--- src/hw/bk_pkg.sv ---
package bk_pkg;

	////////////////////////////  Bus and clocking  ////////////////////////////

	localparam int BUS_W = 16;

	// CPU enable periods in clk_sys cycles, halved in turbo mode
	localparam int CPU_PERIOD_11 = 24;
	localparam int CPU_PERIOD_10 = 32;
	localparam int CPU_CNT_W     = $clog2(CPU_PERIOD_10);

	// Sound chip enable
	localparam int PSG_PERIOD = 56;
	localparam int PSG_CNT_W  = $clog2(PSG_PERIOD);

	///////////////////////////  System register  //////////////////////////////

	localparam logic [7:0] START_ADDR = 8'o200;

	localparam int SYS_BIT_SPK0 = 2;
	localparam int SYS_BIT_SPK1 = 5;
	localparam int SYS_BIT_SPK2 = 6;
	localparam int SYS_BIT_LOCK = 11;
	localparam int SYS_BIT_STOP = 12;

	/////////////////////////////  Input port  /////////////////////////////////

	localparam int PORT_BIT_MOUSE_EN = 3;

	// Motion must exceed this before a direction latches
	localparam int MOUSE_THRESH = 3;

	localparam int DAC_W = 10;

	// Joystick view: buttons in the low byte
	typedef struct packed {
		logic [7:0] rsvd_hi;
		logic [7:0] buttons;
	} joy_view_t;

	// Mouse view: directions in bits 0..3, buttons in 5 and 6
	typedef struct packed {
		logic [8:0] rsvd_hi;
		logic       right_btn;
		logic       left_btn;
		logic       rsvd_4;
		logic       left;
		logic       down;
		logic       right;
		logic       up;
	} mouse_view_t;

	typedef union packed {
		joy_view_t   joy;
		mouse_view_t mouse;
	} port_word_u;

endpackage

--- src/hw/bk_audio_mix.sv ---
`timescale 1ns/1ps

module bk_audio_mix import bk_pkg::*; (
	input  logic       clk_sys,
	input  logic       reset_i,
	input  logic [2:0] spk_i,
	input  logic [7:0] psg_a_i,
	input  logic [7:0] psg_b_i,
	input  logic [7:0] psg_c_i,
	input  logic [5:0] psg_active_i,
	output logic       audio_l_o,
	output logic       audio_r_o
);

	logic [DAC_W-1:0] spk_mix;
	logic [DAC_W-1:0] code_l_d;
	logic [DAC_W-1:0] code_r_d;
	logic [DAC_W-1:0] code_l_q;
	logic [DAC_W-1:0] code_r_q;

	// Speaker is quieter when the sound chip is playing
	always_comb begin
		spk_mix = {2'b00, spk_i, 5'b00000};
		if (|psg_active_i) begin
			code_l_d = {1'b0, psg_a_i, 1'b0} + {2'b00, psg_b_i} + spk_mix;
			code_r_d = {1'b0, psg_c_i, 1'b0} + {2'b00, psg_b_i} + spk_mix;
		end else begin
			code_l_d = {spk_i, 7'b0000000};
			code_r_d = {spk_i, 7'b0000000};
		end
	end

	always_ff @(posedge clk_sys) begin
		if (reset_i) begin
			code_l_q <= '0;
			code_r_q <= '0;
		end else begin
			code_l_q <= code_l_d;
			code_r_q <= code_r_d;
		end
	end

	bk_sigma_delta_dac i_dac_l (
		.clk_sys (clk_sys),
		.reset_i (reset_i),
		.code_i  (code_l_q),
		.dac_o   (audio_l_o)
	);

	bk_sigma_delta_dac i_dac_r (
		.clk_sys (clk_sys),
		.reset_i (reset_i),
		.code_i  (code_r_q),
		.dac_o   (audio_r_o)
	);

endmodule

--- src/hw/bk_bus_regs.sv ---
`timescale 1ns/1ps

module bk_bus_regs import bk_pkg::*; (
	input  logic             clk_sys,
	input  logic             reset_i,
	input  logic             bk0010_i,
	input  logic             bus_stb_i,
	input  logic             bus_we_i,
	input  logic             sysreg_sel_i,
	input  logic             port_sel_i,
	input  logic [1:0]       bus_wtbt_i,
	input  logic [BUS_W-1:0] bus_wdata_i,
	input  logic             key_down_i,
	input  logic             key_stop_i,
	input  logic [7:0]       joystick_i,
	input  logic             mouse_stb_i,
	input  logic [8:0]       mouse_dx_i,
	input  logic [8:0]       mouse_dy_i,
	input  logic             mouse_left_i,
	input  logic             mouse_right_i,
	output logic [BUS_W-1:0] bus_rdata_o,
	output logic             bus_rvalid_o,
	output logic             irq_stop_o,
	output logic [2:0]       spk_o
);

	logic             sysreg_acc;
	logic             sysreg_wr;
	logic             port_wr;
	logic             rd_req;
	logic             super_flg;
	logic             stop_block;
	logic             mouse_view;
	logic [BUS_W-1:0] sys_word;
	port_word_u       joy_word;
	port_word_u       mouse_word;
	port_word_u       port_word;

	assign sysreg_acc = bus_stb_i & sysreg_sel_i;
	assign sysreg_wr  = sysreg_acc & bus_we_i;
	// Only low-byte port writes reach the mouse latch
	assign port_wr    = bus_stb_i & port_sel_i & bus_we_i & bus_wtbt_i[0];
	assign rd_req     = bus_stb_i & ~bus_we_i & (sysreg_sel_i | port_sel_i);

	/////////////////////////////  System register  ////////////////////////////

	always_ff @(posedge clk_sys) begin
		if (reset_i) begin
			super_flg  <= 1'b0;
			stop_block <= 1'b0;
			spk_o      <= 3'b000;
			irq_stop_o <= 1'b0;
		end else begin
			if (sysreg_acc)
				super_flg <= bus_we_i;

			// High byte write with the lock bit set keeps the speaker bits
			if (sysreg_wr && bus_wtbt_i[0] && (!bus_wtbt_i[1] || !bus_wdata_i[SYS_BIT_LOCK])) begin
				spk_o <= {bus_wdata_i[SYS_BIT_SPK2], bus_wdata_i[SYS_BIT_SPK1],
					bus_wdata_i[SYS_BIT_SPK0] & ~bk0010_i};
			end

			if (sysreg_wr && bus_wtbt_i[1] && !bus_wdata_i[SYS_BIT_LOCK])
				stop_block <= bus_wdata_i[SYS_BIT_STOP];

			irq_stop_o <= key_stop_i & ~stop_block;
		end
	end

	//////////////////////////////  Input port  ///////////////////////////////

	// Last active device owns the port
	always_ff @(posedge clk_sys) begin
		if (reset_i)
			mouse_view <= 1'b0;
		else if (mouse_stb_i)
			mouse_view <= 1'b1;
		else if (|joystick_i)
			mouse_view <= 1'b0;
	end

	bk_mouse_latch i_mouse_latch (
		.clk_sys       (clk_sys),
		.reset_i       (reset_i),
		.port_wr_i     (port_wr),
		.wdata_i       (bus_wdata_i),
		.mouse_stb_i   (mouse_stb_i),
		.mouse_dx_i    (mouse_dx_i),
		.mouse_dy_i    (mouse_dy_i),
		.mouse_left_i  (mouse_left_i),
		.mouse_right_i (mouse_right_i),
		.mouse_word_o  (mouse_word)
	);

	////////////////////////////////  Read mux  ////////////////////////////////

	always_comb begin
		sys_word = {START_ADDR, 1'b1, ~key_down_i, 3'b000, super_flg, 2'b00};
		joy_word = '0;
		joy_word.joy.buttons = joystick_i;
		port_word = mouse_view ? mouse_word : joy_word;
	end

	// Flag is sampled before the access updates it
	always_ff @(posedge clk_sys) begin
		if (reset_i) begin
			bus_rvalid_o <= 1'b0;
			bus_rdata_o  <= '0;
		end else begin
			bus_rvalid_o <= rd_req;
			if (rd_req)
				bus_rdata_o <= sysreg_sel_i ? sys_word : port_word;
		end
	end

endmodule

--- src/hw/bk_clock_enables.sv ---
`timescale 1ns/1ps

module bk_clock_enables import bk_pkg::*; (
	input  logic clk_sys,
	input  logic reset_i,
	input  logic turbo_i,
	input  logic bk0010_i,
	output logic ce_cpu_p_o,
	output logic ce_cpu_n_o,
	output logic ce_psg_o
);

	logic [CPU_CNT_W-1:0] cpu_cnt;
	logic [PSG_CNT_W-1:0] psg_cnt;
	logic                 model_10_q;
	logic                 turbo_q;
	logic [CPU_CNT_W:0]   cpu_base;
	logic [CPU_CNT_W:0]   cpu_period;
	logic [CPU_CNT_W-1:0] cpu_last;
	logic [CPU_CNT_W-1:0] cpu_half;

	// Period follows the model and turbo latched at the last wrap
	always_comb begin
		cpu_base   = model_10_q ? (CPU_CNT_W+1)'(CPU_PERIOD_10) : (CPU_CNT_W+1)'(CPU_PERIOD_11);
		cpu_period = cpu_base >> turbo_q;
		cpu_last   = CPU_CNT_W'(cpu_period - 1'b1);
		cpu_half   = CPU_CNT_W'(cpu_period >> 1);
	end

	always_ff @(posedge clk_sys) begin
		if (reset_i) begin
			cpu_cnt    <= '0;
			psg_cnt    <= '0;
			model_10_q <= bk0010_i;
			turbo_q    <= turbo_i;
			ce_cpu_p_o <= 1'b0;
			ce_cpu_n_o <= 1'b0;
			ce_psg_o   <= 1'b0;
		end else begin
			if (cpu_cnt == cpu_last) begin
				cpu_cnt    <= '0;
				model_10_q <= bk0010_i;
				turbo_q    <= turbo_i;
			end else begin
				cpu_cnt <= cpu_cnt + 1'b1;
			end
			ce_cpu_p_o <= (cpu_cnt == '0);
			ce_cpu_n_o <= (cpu_cnt == cpu_half);

			if (psg_cnt == PSG_CNT_W'(PSG_PERIOD - 1))
				psg_cnt <= '0;
			else
				psg_cnt <= psg_cnt + 1'b1;
			ce_psg_o <= (psg_cnt == '0);
		end
	end

endmodule

--- src/hw/bk_mouse_latch.sv ---
`timescale 1ns/1ps

module bk_mouse_latch import bk_pkg::*; (
	input  logic             clk_sys,
	input  logic             reset_i,
	input  logic             port_wr_i,
	input  logic [BUS_W-1:0] wdata_i,
	input  logic             mouse_stb_i,
	input  logic [8:0]       mouse_dx_i,
	input  logic [8:0]       mouse_dy_i,
	input  logic             mouse_left_i,
	input  logic             mouse_right_i,
	output port_word_u       mouse_word_o
);

	logic              mouse_en;
	logic signed [8:0] dx_s;
	logic signed [8:0] dy_s;
	logic              go_up;
	logic              go_down;
	logic              go_right;
	logic              go_left;

	// Report deltas are two's complement
	always_comb begin
		dx_s     = $signed(mouse_dx_i);
		dy_s     = $signed(mouse_dy_i);
		go_up    = dy_s > MOUSE_THRESH;
		go_down  = dy_s < -MOUSE_THRESH;
		go_right = dx_s > MOUSE_THRESH;
		go_left  = dx_s < -MOUSE_THRESH;
	end

	always_ff @(posedge clk_sys) begin
		if (reset_i) begin
			mouse_en     <= 1'b0;
			mouse_word_o <= '0;
		end else if (port_wr_i) begin
			mouse_en <= wdata_i[PORT_BIT_MOUSE_EN];
			if (!wdata_i[PORT_BIT_MOUSE_EN]) begin
				mouse_word_o.mouse.up    <= 1'b0;
				mouse_word_o.mouse.right <= 1'b0;
				mouse_word_o.mouse.down  <= 1'b0;
				mouse_word_o.mouse.left  <= 1'b0;
			end
		end else begin
			mouse_word_o.mouse.left_btn  <= mouse_left_i;
			mouse_word_o.mouse.right_btn <= mouse_right_i;
			if (mouse_en && mouse_stb_i) begin
				// One direction per axis until software clears it
				if (!mouse_word_o.mouse.up && !mouse_word_o.mouse.down) begin
					if (go_up)
						mouse_word_o.mouse.up <= 1'b1;
					if (go_down)
						mouse_word_o.mouse.down <= 1'b1;
				end
				if (!mouse_word_o.mouse.right && !mouse_word_o.mouse.left) begin
					if (go_right)
						mouse_word_o.mouse.right <= 1'b1;
					if (go_left)
						mouse_word_o.mouse.left <= 1'b1;
				end
			end
		end
	end

endmodule

--- src/hw/bk_periph_top.sv ---
`timescale 1ns/1ps

module bk_periph_top import bk_pkg::*; (
	input  logic             clk_sys,
	input  logic             reset_i,
	input  logic             turbo_i,
	input  logic             bk0010_i,
	input  logic             bus_stb_i,
	input  logic             bus_we_i,
	input  logic             sysreg_sel_i,
	input  logic             port_sel_i,
	input  logic [1:0]       bus_wtbt_i,
	input  logic [BUS_W-1:0] bus_wdata_i,
	input  logic             key_down_i,
	input  logic             key_stop_i,
	input  logic [7:0]       joystick_i,
	input  logic             mouse_stb_i,
	input  logic [8:0]       mouse_dx_i,
	input  logic [8:0]       mouse_dy_i,
	input  logic             mouse_left_i,
	input  logic             mouse_right_i,
	input  logic [7:0]       psg_a_i,
	input  logic [7:0]       psg_b_i,
	input  logic [7:0]       psg_c_i,
	input  logic [5:0]       psg_active_i,
	output logic [BUS_W-1:0] bus_rdata_o,
	output logic             bus_rvalid_o,
	output logic             irq_stop_o,
	output logic             ce_cpu_p_o,
	output logic             ce_cpu_n_o,
	output logic             ce_psg_o,
	output logic             audio_l_o,
	output logic             audio_r_o
);

	logic [2:0] spk;

	bk_clock_enables i_clock_enables (
		.clk_sys    (clk_sys),
		.reset_i    (reset_i),
		.turbo_i    (turbo_i),
		.bk0010_i   (bk0010_i),
		.ce_cpu_p_o (ce_cpu_p_o),
		.ce_cpu_n_o (ce_cpu_n_o),
		.ce_psg_o   (ce_psg_o)
	);

	bk_bus_regs i_bus_regs (
		.clk_sys       (clk_sys),
		.reset_i       (reset_i),
		.bk0010_i      (bk0010_i),
		.bus_stb_i     (bus_stb_i),
		.bus_we_i      (bus_we_i),
		.sysreg_sel_i  (sysreg_sel_i),
		.port_sel_i    (port_sel_i),
		.bus_wtbt_i    (bus_wtbt_i),
		.bus_wdata_i   (bus_wdata_i),
		.key_down_i    (key_down_i),
		.key_stop_i    (key_stop_i),
		.joystick_i    (joystick_i),
		.mouse_stb_i   (mouse_stb_i),
		.mouse_dx_i    (mouse_dx_i),
		.mouse_dy_i    (mouse_dy_i),
		.mouse_left_i  (mouse_left_i),
		.mouse_right_i (mouse_right_i),
		.bus_rdata_o   (bus_rdata_o),
		.bus_rvalid_o  (bus_rvalid_o),
		.irq_stop_o    (irq_stop_o),
		.spk_o         (spk)
	);

	bk_audio_mix i_audio_mix (
		.clk_sys      (clk_sys),
		.reset_i      (reset_i),
		.spk_i        (spk),
		.psg_a_i      (psg_a_i),
		.psg_b_i      (psg_b_i),
		.psg_c_i      (psg_c_i),
		.psg_active_i (psg_active_i),
		.audio_l_o    (audio_l_o),
		.audio_r_o    (audio_r_o)
	);

endmodule

--- src/hw/bk_sigma_delta_dac.sv ---
`timescale 1ns/1ps

module bk_sigma_delta_dac import bk_pkg::*; (
	input  logic             clk_sys,
	input  logic             reset_i,
	input  logic [DAC_W-1:0] code_i,
	output logic             dac_o
);

	// Top bit holds the carry of the last addition
	logic [DAC_W:0] acc_q;

	always_ff @(posedge clk_sys) begin
		if (reset_i)
			acc_q <= '0;
		else
			acc_q <= {1'b0, acc_q[DAC_W-1:0]} + {1'b0, code_i};
	end

	// Pulse density is code / 2**DAC_W
	assign dac_o = acc_q[DAC_W];

endmodule

--- config.mk ---
export PLATFORM = sky130hd
export DESIGN_NAME = bk_periph_top
export DESIGN_NICKNAME = d
export VERILOG_FILES = /design/src/hw/bk_pkg.sv /design/src/hw/bk_audio_mix.sv /design/src/hw/bk_bus_regs.sv /design/src/hw/bk_clock_enables.sv /design/src/hw/bk_mouse_latch.sv /design/src/hw/bk_periph_top.sv /design/src/hw/bk_sigma_delta_dac.sv
export SDC_FILE = /design/constraint.sdc
export NUM_CORES = 1
export LEC_CHECK = 0
export BUFFER_PORTS_ARGS = -buffer_cell sky130_fd_sc_hd__clkbuf_2
export CAP_MARGIN = 20
export CORE_MARGIN = 4
export CORE_UTILIZATION = 40
export CTS_BUF_LIST = sky130_fd_sc_hd__clkbuf_16
export CTS_CLUSTER_DIAMETER = 120
export DETAILED_ROUTE_END_ITERATION = 6
export PLACE_DENSITY_LB_ADDON = 0.2
export SLEW_MARGIN = 10
export SYNTH_ARGS = -nofsm -noshare
export SYNTH_HDL_FRONTEND = slang
export SYNTH_SLANG_ARGS = --single-unit
--- constraint.sdc ---
create_clock -name clk_sys -period 2.2 [get_ports clk_sys]
set_input_delay 0.11 -clock clk_sys [delete_from_list [all_inputs] [get_ports clk_sys]]
set_output_delay 0.11 -clock clk_sys [all_outputs]
set_load 0.03 [all_outputs]
==> results of run 1 <==
-- final timing paths --
path	depth (start not counted)	slack [ns]	end	start
worst max-delay path	7	0.07	i_audio_mix.code_r_q[7]	i_bus_regs.spk_o[0]
worst min-delay path	3	0.03	i_bus_regs.spk_o[1]	bus_wdata_i[5]
worst max register to register	7	0.07	i_audio_mix.code_r_q[7]	i_bus_regs.spk_o[0]
worst min register to register	1	0.44	i_bus_regs.irq_stop_o	i_bus_regs.stop_block
-- kinds of logic after synthesis --
kind of cell / Yosys count / synth area share
and+or+nand+nor: 175 / 0.1999
AOI/OAI and AO/OA: 88 / 0.1225
DFF: 81 / 0.3668
adders and majority gates: 59 / 0.1817
buffers and inverters: 39 / 0.04110
xor gates and xnor gates: 32 / 0.06262
muxes: 11 / 0.02460
other: 1 / 0.0008379
-- registers in the layout, summed over array words and instances, names as in the netlist, 3 cells and up --
register	cells
i_bus_regs.spk_o	3
i_audio_mix.code_l_q	9
i_audio_mix.i_dac_l.acc_q	11
i_audio_mix.i_dac_r.acc_q	11
i_bus_regs.i_mouse_latch.mouse_word_o	6
i_bus_regs.bus_rdata_o	9
i_audio_mix.code_r_q	10
i_clock_enables.psg_cnt	6
i_clock_enables.cpu_cnt	5
-- worst min-delay path, delay by kind of cell --
family | cells | cell delay (ns)
AND/OR/NAND/NOR | 1 | 0.07
buffers and inverters | 1 | 0.09
multiplexers | 1 | 0.06
-- cell type report --
class | instances | area (sq um)
fillers | 1059 | 5408
multi-input cells | 372 | 2730
flip-flops and latches | 81 | 1643
repair buffers | 111 | 615.6
clock buffers | 9 | 225.2
well taps | 140 | 175.2
inverters | 18 | 67.56
clock inverters | 6 | 23.77
-- layer usage --
| metal | GRT usage | wire length [um] | vias up |
|---|---|---|---|
| li1 | - | - | 1905 |
| met1 | 0.1999 | 4451 | 1747 |
| met4 | 0.04276 | 72 | 0 |
| met3 | 0.04828 | 569 | 6 |
| met2 | 0.2815 | 4855 | 84 |
| met5 | 0 | 0 | - |
-- report_power, final --
part           switching [W]  internal [W]  leakage (nW)
Clock               0.000555      0.000735         0.141
Sequential         0.0000769       0.00165         0.670
Combinational       0.000628      0.000524          1.74
Total                0.00126       0.00291          2.55
-- synthesized netlist by cell type (5+ instances only) --
cell and number:
dfxtp_1 79, nor2_1 68, ha_1 49, a21oi_1 33, nand2_1 22, nor3_1 20
inv_1 18, xnor2_1 16, xor2_1 16, o21ai_0 15, mux2i_1 11, a21o_1 10
clkbuf_1 10, fa_1 10, nand3_1 10, nor2b_1 9, a211oi_1 8, buf_4 8
nor4b_1 8, nand4_1 7, and2_1 6, o211ai_1 5, o21bai_1 5
-- stage by stage --
| step | worst slack [ns] | utilization |
|---|---|---|
| floorplan | 0.04933 | - |
| global placement | -0.009733 | 0.4698 |
| detailed placement | -0.1131 | 0.4698 |
| CTS | 0.01128 | 0.4976 |
| global route | -0.009773 | 0.5033 |
| finish | 0.06864 | 0.5033 |
-- repair_timing --
item                                    CTS  global route
endpoints found under the hold margin     5             0
buffers inserted                          0             1
pin swaps                                 0            10
resized for setup                         3             9
hold buffers                              5             0
endpoints found under the setup margin    2             5
==> out/metrics.cfg, run 1 <==
[run_status]
status = finished clean

[layout]
drive_gt1_frac = 0.2278
layout_common_cells = 92 x clkbuf_2, 78 x dfxtp_1, 68 x nor2_1, 46 x ha_1, 32 x a21oi_1
fin_nets = 739
final_common_cell = clkbuf_2
syn2layout_area_growth_pct = 22.45
diodes = 0
fin_cells = 737
fin_area_sq_um = 5480

[logic_synthesis]
synth_edf_count = 2
synth_top_area_share = 0.3534
netlist.top_cell.by_area = dfxtp_1
syn_area_sq_um = 4476
ys_ff_latch = 81
avgSynthCellArea_sq_um = 9.209
ys_warn_count = 0
synthTopCellsByArea = dfxtp_1 35%, ha_1 14%, nor2_1 5.7%
synth_cells = 486
async_flop_share = 0
ys_seq_area_frac = 0.3668
synthDistinctLibCells = 45
synthFlopType = dfxtp_1

[clocking]
cts.htree.levels = 3
clock-sinks = 81
cts_max_path_buffers = 2
clk_latency_ns = 0.33
cts_tree = yes
cts_buffers = 9
clk_pin_slew_ns = 0.06
root_buffer = clkbuf_16

[route]
wl_per_cell_um = 13.50
drc = 0
drtPass1Iterations = 4
via_count = 3742
viasPerCell = 5.077
drtIter0Drc = 126
antenna_left = 0
wirelength_um = 9950

[global_route]
grt_pass1_wl_um = 17260
track_usage = 0.1634
globalRouteOverflowTotal = 0
grt_max_degree = 30
antenna_found_initial = 0
grt_pass1_vias = 3833

[worst_setup_path]
end_kind = flip-flop
critPathKind = flip-flop to flip-flop
path_buf_inv = 1
critPathTopFamily = adder cells
worstPathArrival_ns = 2.34
slowest_stage = fa_1
crit_chain = buf_4, fa_1, ha_4, nand2_2, o21ai_2, nor4_2, or4_1
worstSetupStartpointType = flip-flop
critPathMaxStageDelay_ns = 0.49
worstPathMaxFanout = 3
crit_required_ns = 2.41

[place]
place_inst = 716
gp_congestion = 0.8068
placed_cell_area_sq_um = 5115
port_buffers = 92
hpwl_um = 7664

[die]
row_count = 38
core_area_sq_um = 10890
ios = 110
die-area_sq_um = 12940
die_w_um = 113.8
initial_core_util = 0.4111
die_h_um = 113.8

[timing]
worst_slew_pin_slew_ns = 0.6207
setup_tns_ns = 0
worst_clock_skew_ns = 0.006932
finalCriticalPeriod_ns = 2.131
timing.final.crit_share = 0.9688
grt_setup_unrepaired = yes
maxSlewHeadroom = 0.5847
hold_slack_ns = 0.02624
setup_viol = 0
finalHoldViolCount = 0
drv_slew = 0
max_clock_freq_mhz = 469.2

[job]
max_cap_violations = 0

[power_and_ir_drop]
p_leak_nw = 2.547
vdd_drop_max_uv = 593.9
fin_total_pwr_w = 0.004169
powerDensity_nw_per_um2 = 760.7

[worst_hold_path]
hold_path_class = primary input to flip-flop

Note: power is estimated with default switching activity, not from simulation.
==> run 2: changes to the inputs <==
--- a/config.mk
+++ b/config.mk
@@ -12,7 +12,7 @@
 export CTS_BUF_LIST = sky130_fd_sc_hd__clkbuf_16
 export CTS_CLUSTER_DIAMETER = 120
 export DETAILED_ROUTE_END_ITERATION = 6
-export PLACE_DENSITY_LB_ADDON = 0.2
+export PLACE_DENSITY = 0.62
 export SLEW_MARGIN = 10
 export SYNTH_ARGS = -nofsm -noshare
 export SYNTH_HDL_FRONTEND = slang
==> constraint.sdc (replaced) <==
create_clock -name clk_sys -period 2.45 [get_ports clk_sys]
set_input_delay 0.1225 -clock clk_sys [delete_from_list [all_inputs] [get_ports clk_sys]]
set_output_delay 0.1225 -clock clk_sys [all_outputs]
set_load 0.03 [all_outputs]
==> run 2 against run 1 <==
Register-to-register slack better by 0.10 ns. Sequential share of layout area is 0.49 points higher. Critical endpoint is now i_audio_mix.code_l_q[7]. Hold slack improved by 0.0010 ns. Sequential cell count unchanged. Critical path type unchanged.
==> out/metrics.cfg, run 2 (synthesis gave the netlist of run 1 again) <==
[worst_setup_path]
r2r_slack_ns = 0.17
crit_required_ns = 2.66
end_kind = flip-flop
worstSetupStartpointType = flip-flop
reg2reg_depth = 8
regToRegEndpoint = i_audio_mix.code_l_q[7]
crit_path_frequent_cell = inv_1
critPathKind = flip-flop to flip-flop
critPathMaxStageDelay_ns = 0.53
crit_chain = inv_1, fa_1, inv_1, ha_1, nand2_1, o21ai_2, nor4_1, or4_1
slowest_stage = or4_1
worstPathArrival_ns = 2.49
r2r_start = i_bus_regs.spk_o[0]
worstPathMaxFanout = 3

[route]
drtPass1Iterations = 4
wl_per_cell_um = 12.97
wirelength_um = 9417
drtIter0Drc = 135
drc = 0
via_count = 3645
viasPerCell = 5.021
antenna_left = 0

[clocking]
cts_max_path_buffers = 2
root_buffer = clkbuf_16
clk_latency_ns = 0.34
post_cts_buffers = 0
cts_tree = yes
cts_buffers = 9
clock-sinks = 81
cts.htree.levels = 3
clk_pin_slew_ns = 0.06

[layout]
diodes = 0
final_common_cell = clkbuf_2
fin_nets = 727
utilization = 0.4948
reg_top3 = i_audio_mix.i_dac_l.acc_q (11), i_audio_mix.i_dac_r.acc_q (11), i_audio_mix.code_r_q (10)
drive_gt1_frac = 0.2082
syn2layout_area_growth_pct = 20.38
layout_common_cells = 92 x clkbuf_2, 79 x dfxtp_1, 68 x nor2_1, 49 x ha_1, 33 x a21oi_1

[timing]
setup_tns_ns = 0
finalCriticalPeriod_ns = 2.280
timing.final.crit_share = 0.9307
setup_viol = 0
max_clock_freq_mhz = 438.6
grt_setup_unrepaired = no
worst_clock_skew_ns = 0.006536
worst_slew_pin_slew_ns = 0.6056
finalHoldViolCount = 0
maxSlewHeadroom = 0.5948
drv_slew = 0

[global_route]
grt_pass1_vias = 3643
grt_pass1_wl_um = 16170
antenna_found_initial = 0
globalRouteOverflowTotal = 0
grt_max_degree = 30
track_usage = 0.1547

[worst_hold_path]
whs_endpoint = i_bus_regs.irq_stop_o
min_from = key_stop_i
hold_path_depth = 2
hold_path_class = primary input to flip-flop

[die]
initial_core_util = 0.4111
ios = 110
die-area_sq_um = 12940
die_w_um = 113.8
core_area_sq_um = 10890
row_count = 38
die_h_um = 113.8

[job]
max_cap_violations = 0

[power_and_ir_drop]
p_leak_nw = 2.502
powerDensity_nw_per_um2 = 722.3
vdd_drop_max_uv = 378.0

[run_status]
status = finished clean

[place]
hpwl_um = 7368
port_buffers = 92
gp_congestion = 0.7955

[run 2: changes by cell type in the layout (fill, tap and decap cells not counted), moves of 2 or more]
cell / delta
buf_4: -10
ha_1: +3
ha_4: -3
inv_1: -3
clkinv_2: +2
dlygate4sd3_1: -2
[run 2: area by class of cell]
type	count	area (sq um)
fill	1038	5500
clock buffer	10	250.2
clock inverter	6	56.30
sequential	81	1642
timing repair buffer	99	520.5
tap	140	175.2
inverter	18	67.56
multi-input combinational	372	2676
[run 2: worst max path at each step]
stage,startpoint,end,cells past startpoint
after floorplan,i_bus_regs.spk_o[0],i_audio_mix.code_l_q[7],8
after global placement,i_bus_regs.spk_o[0],i_audio_mix.code_l_q[7],8
after detailed placement,i_bus_regs.spk_o[0],i_audio_mix.code_l_q[7],8
after CTS,i_bus_regs.spk_o[0],i_audio_mix.code_l_q[7],8
after global routing,i_bus_regs.spk_o[0],i_audio_mix.code_l_q[7],8
final,i_bus_regs.spk_o[0],i_audio_mix.code_l_q[7],8
[run 2: metal layers]
layer  vias to the layer above  global-route usage  part of all wire
li1                       1889                   -                 -
met1                      1654              0.1909              0.45
met5                         -                   0                 0
met2                        85              0.2572              0.47
met3                        17             0.03767             0.058
met4                         0             0.06809             0.024
[run 2: repair_timing]
item | 4_1_cts | 5_1_grt
gates resized for setup | 0 | 2
endpoints found under the setup margin | 0 | 1
hold buffers | 3 | 0
endpoints found under the hold margin | 3 | 0
[run 2: critical path, delay by kind of cell (launching register included)]
| kind | cells | cell delay [ns] |
|---|---|---|
| adder cells (fa/ha/maj) | 2 | 0.82 |
| AND/OR/NAND/NOR | 3 | 0.67 |
| flip-flops | 1 | 0.38 |
| AO/OA/AOI/OAI | 1 | 0.15 |
| buffers and inverters | 2 | 0.14 |
[run 2: stage by stage]
stage / area (sq um) / hold slack, ns / setup slack [ns] / cells / power (W)
final: 5388 / 0.02724 / 0.1698 / 726 / 0.003891
after detailed placement: 5047 / 0.3051 / 0.07912 / 707 / 0.002544
after global placement: 5047 / 0.3015 / 0.1611 / 707 / 0.002509
after floorplan: 4498 / 0.2214 / 0.2993 / 492 / 0.002309
after CTS: 5384 / 0.01763 / 0.06257 / 726 / 0.003931
after global routing: 5388 / 0.02690 / 0.04510 / 726 / 0.004150
[run 2: where the power goes]
group	internal (W)	switching [W]	total, W
Clock	0.000841	0.000523	0.00136
Sequential	0.00148	0.0000693	0.00155
Combinational	0.000434	0.000541	0.000975
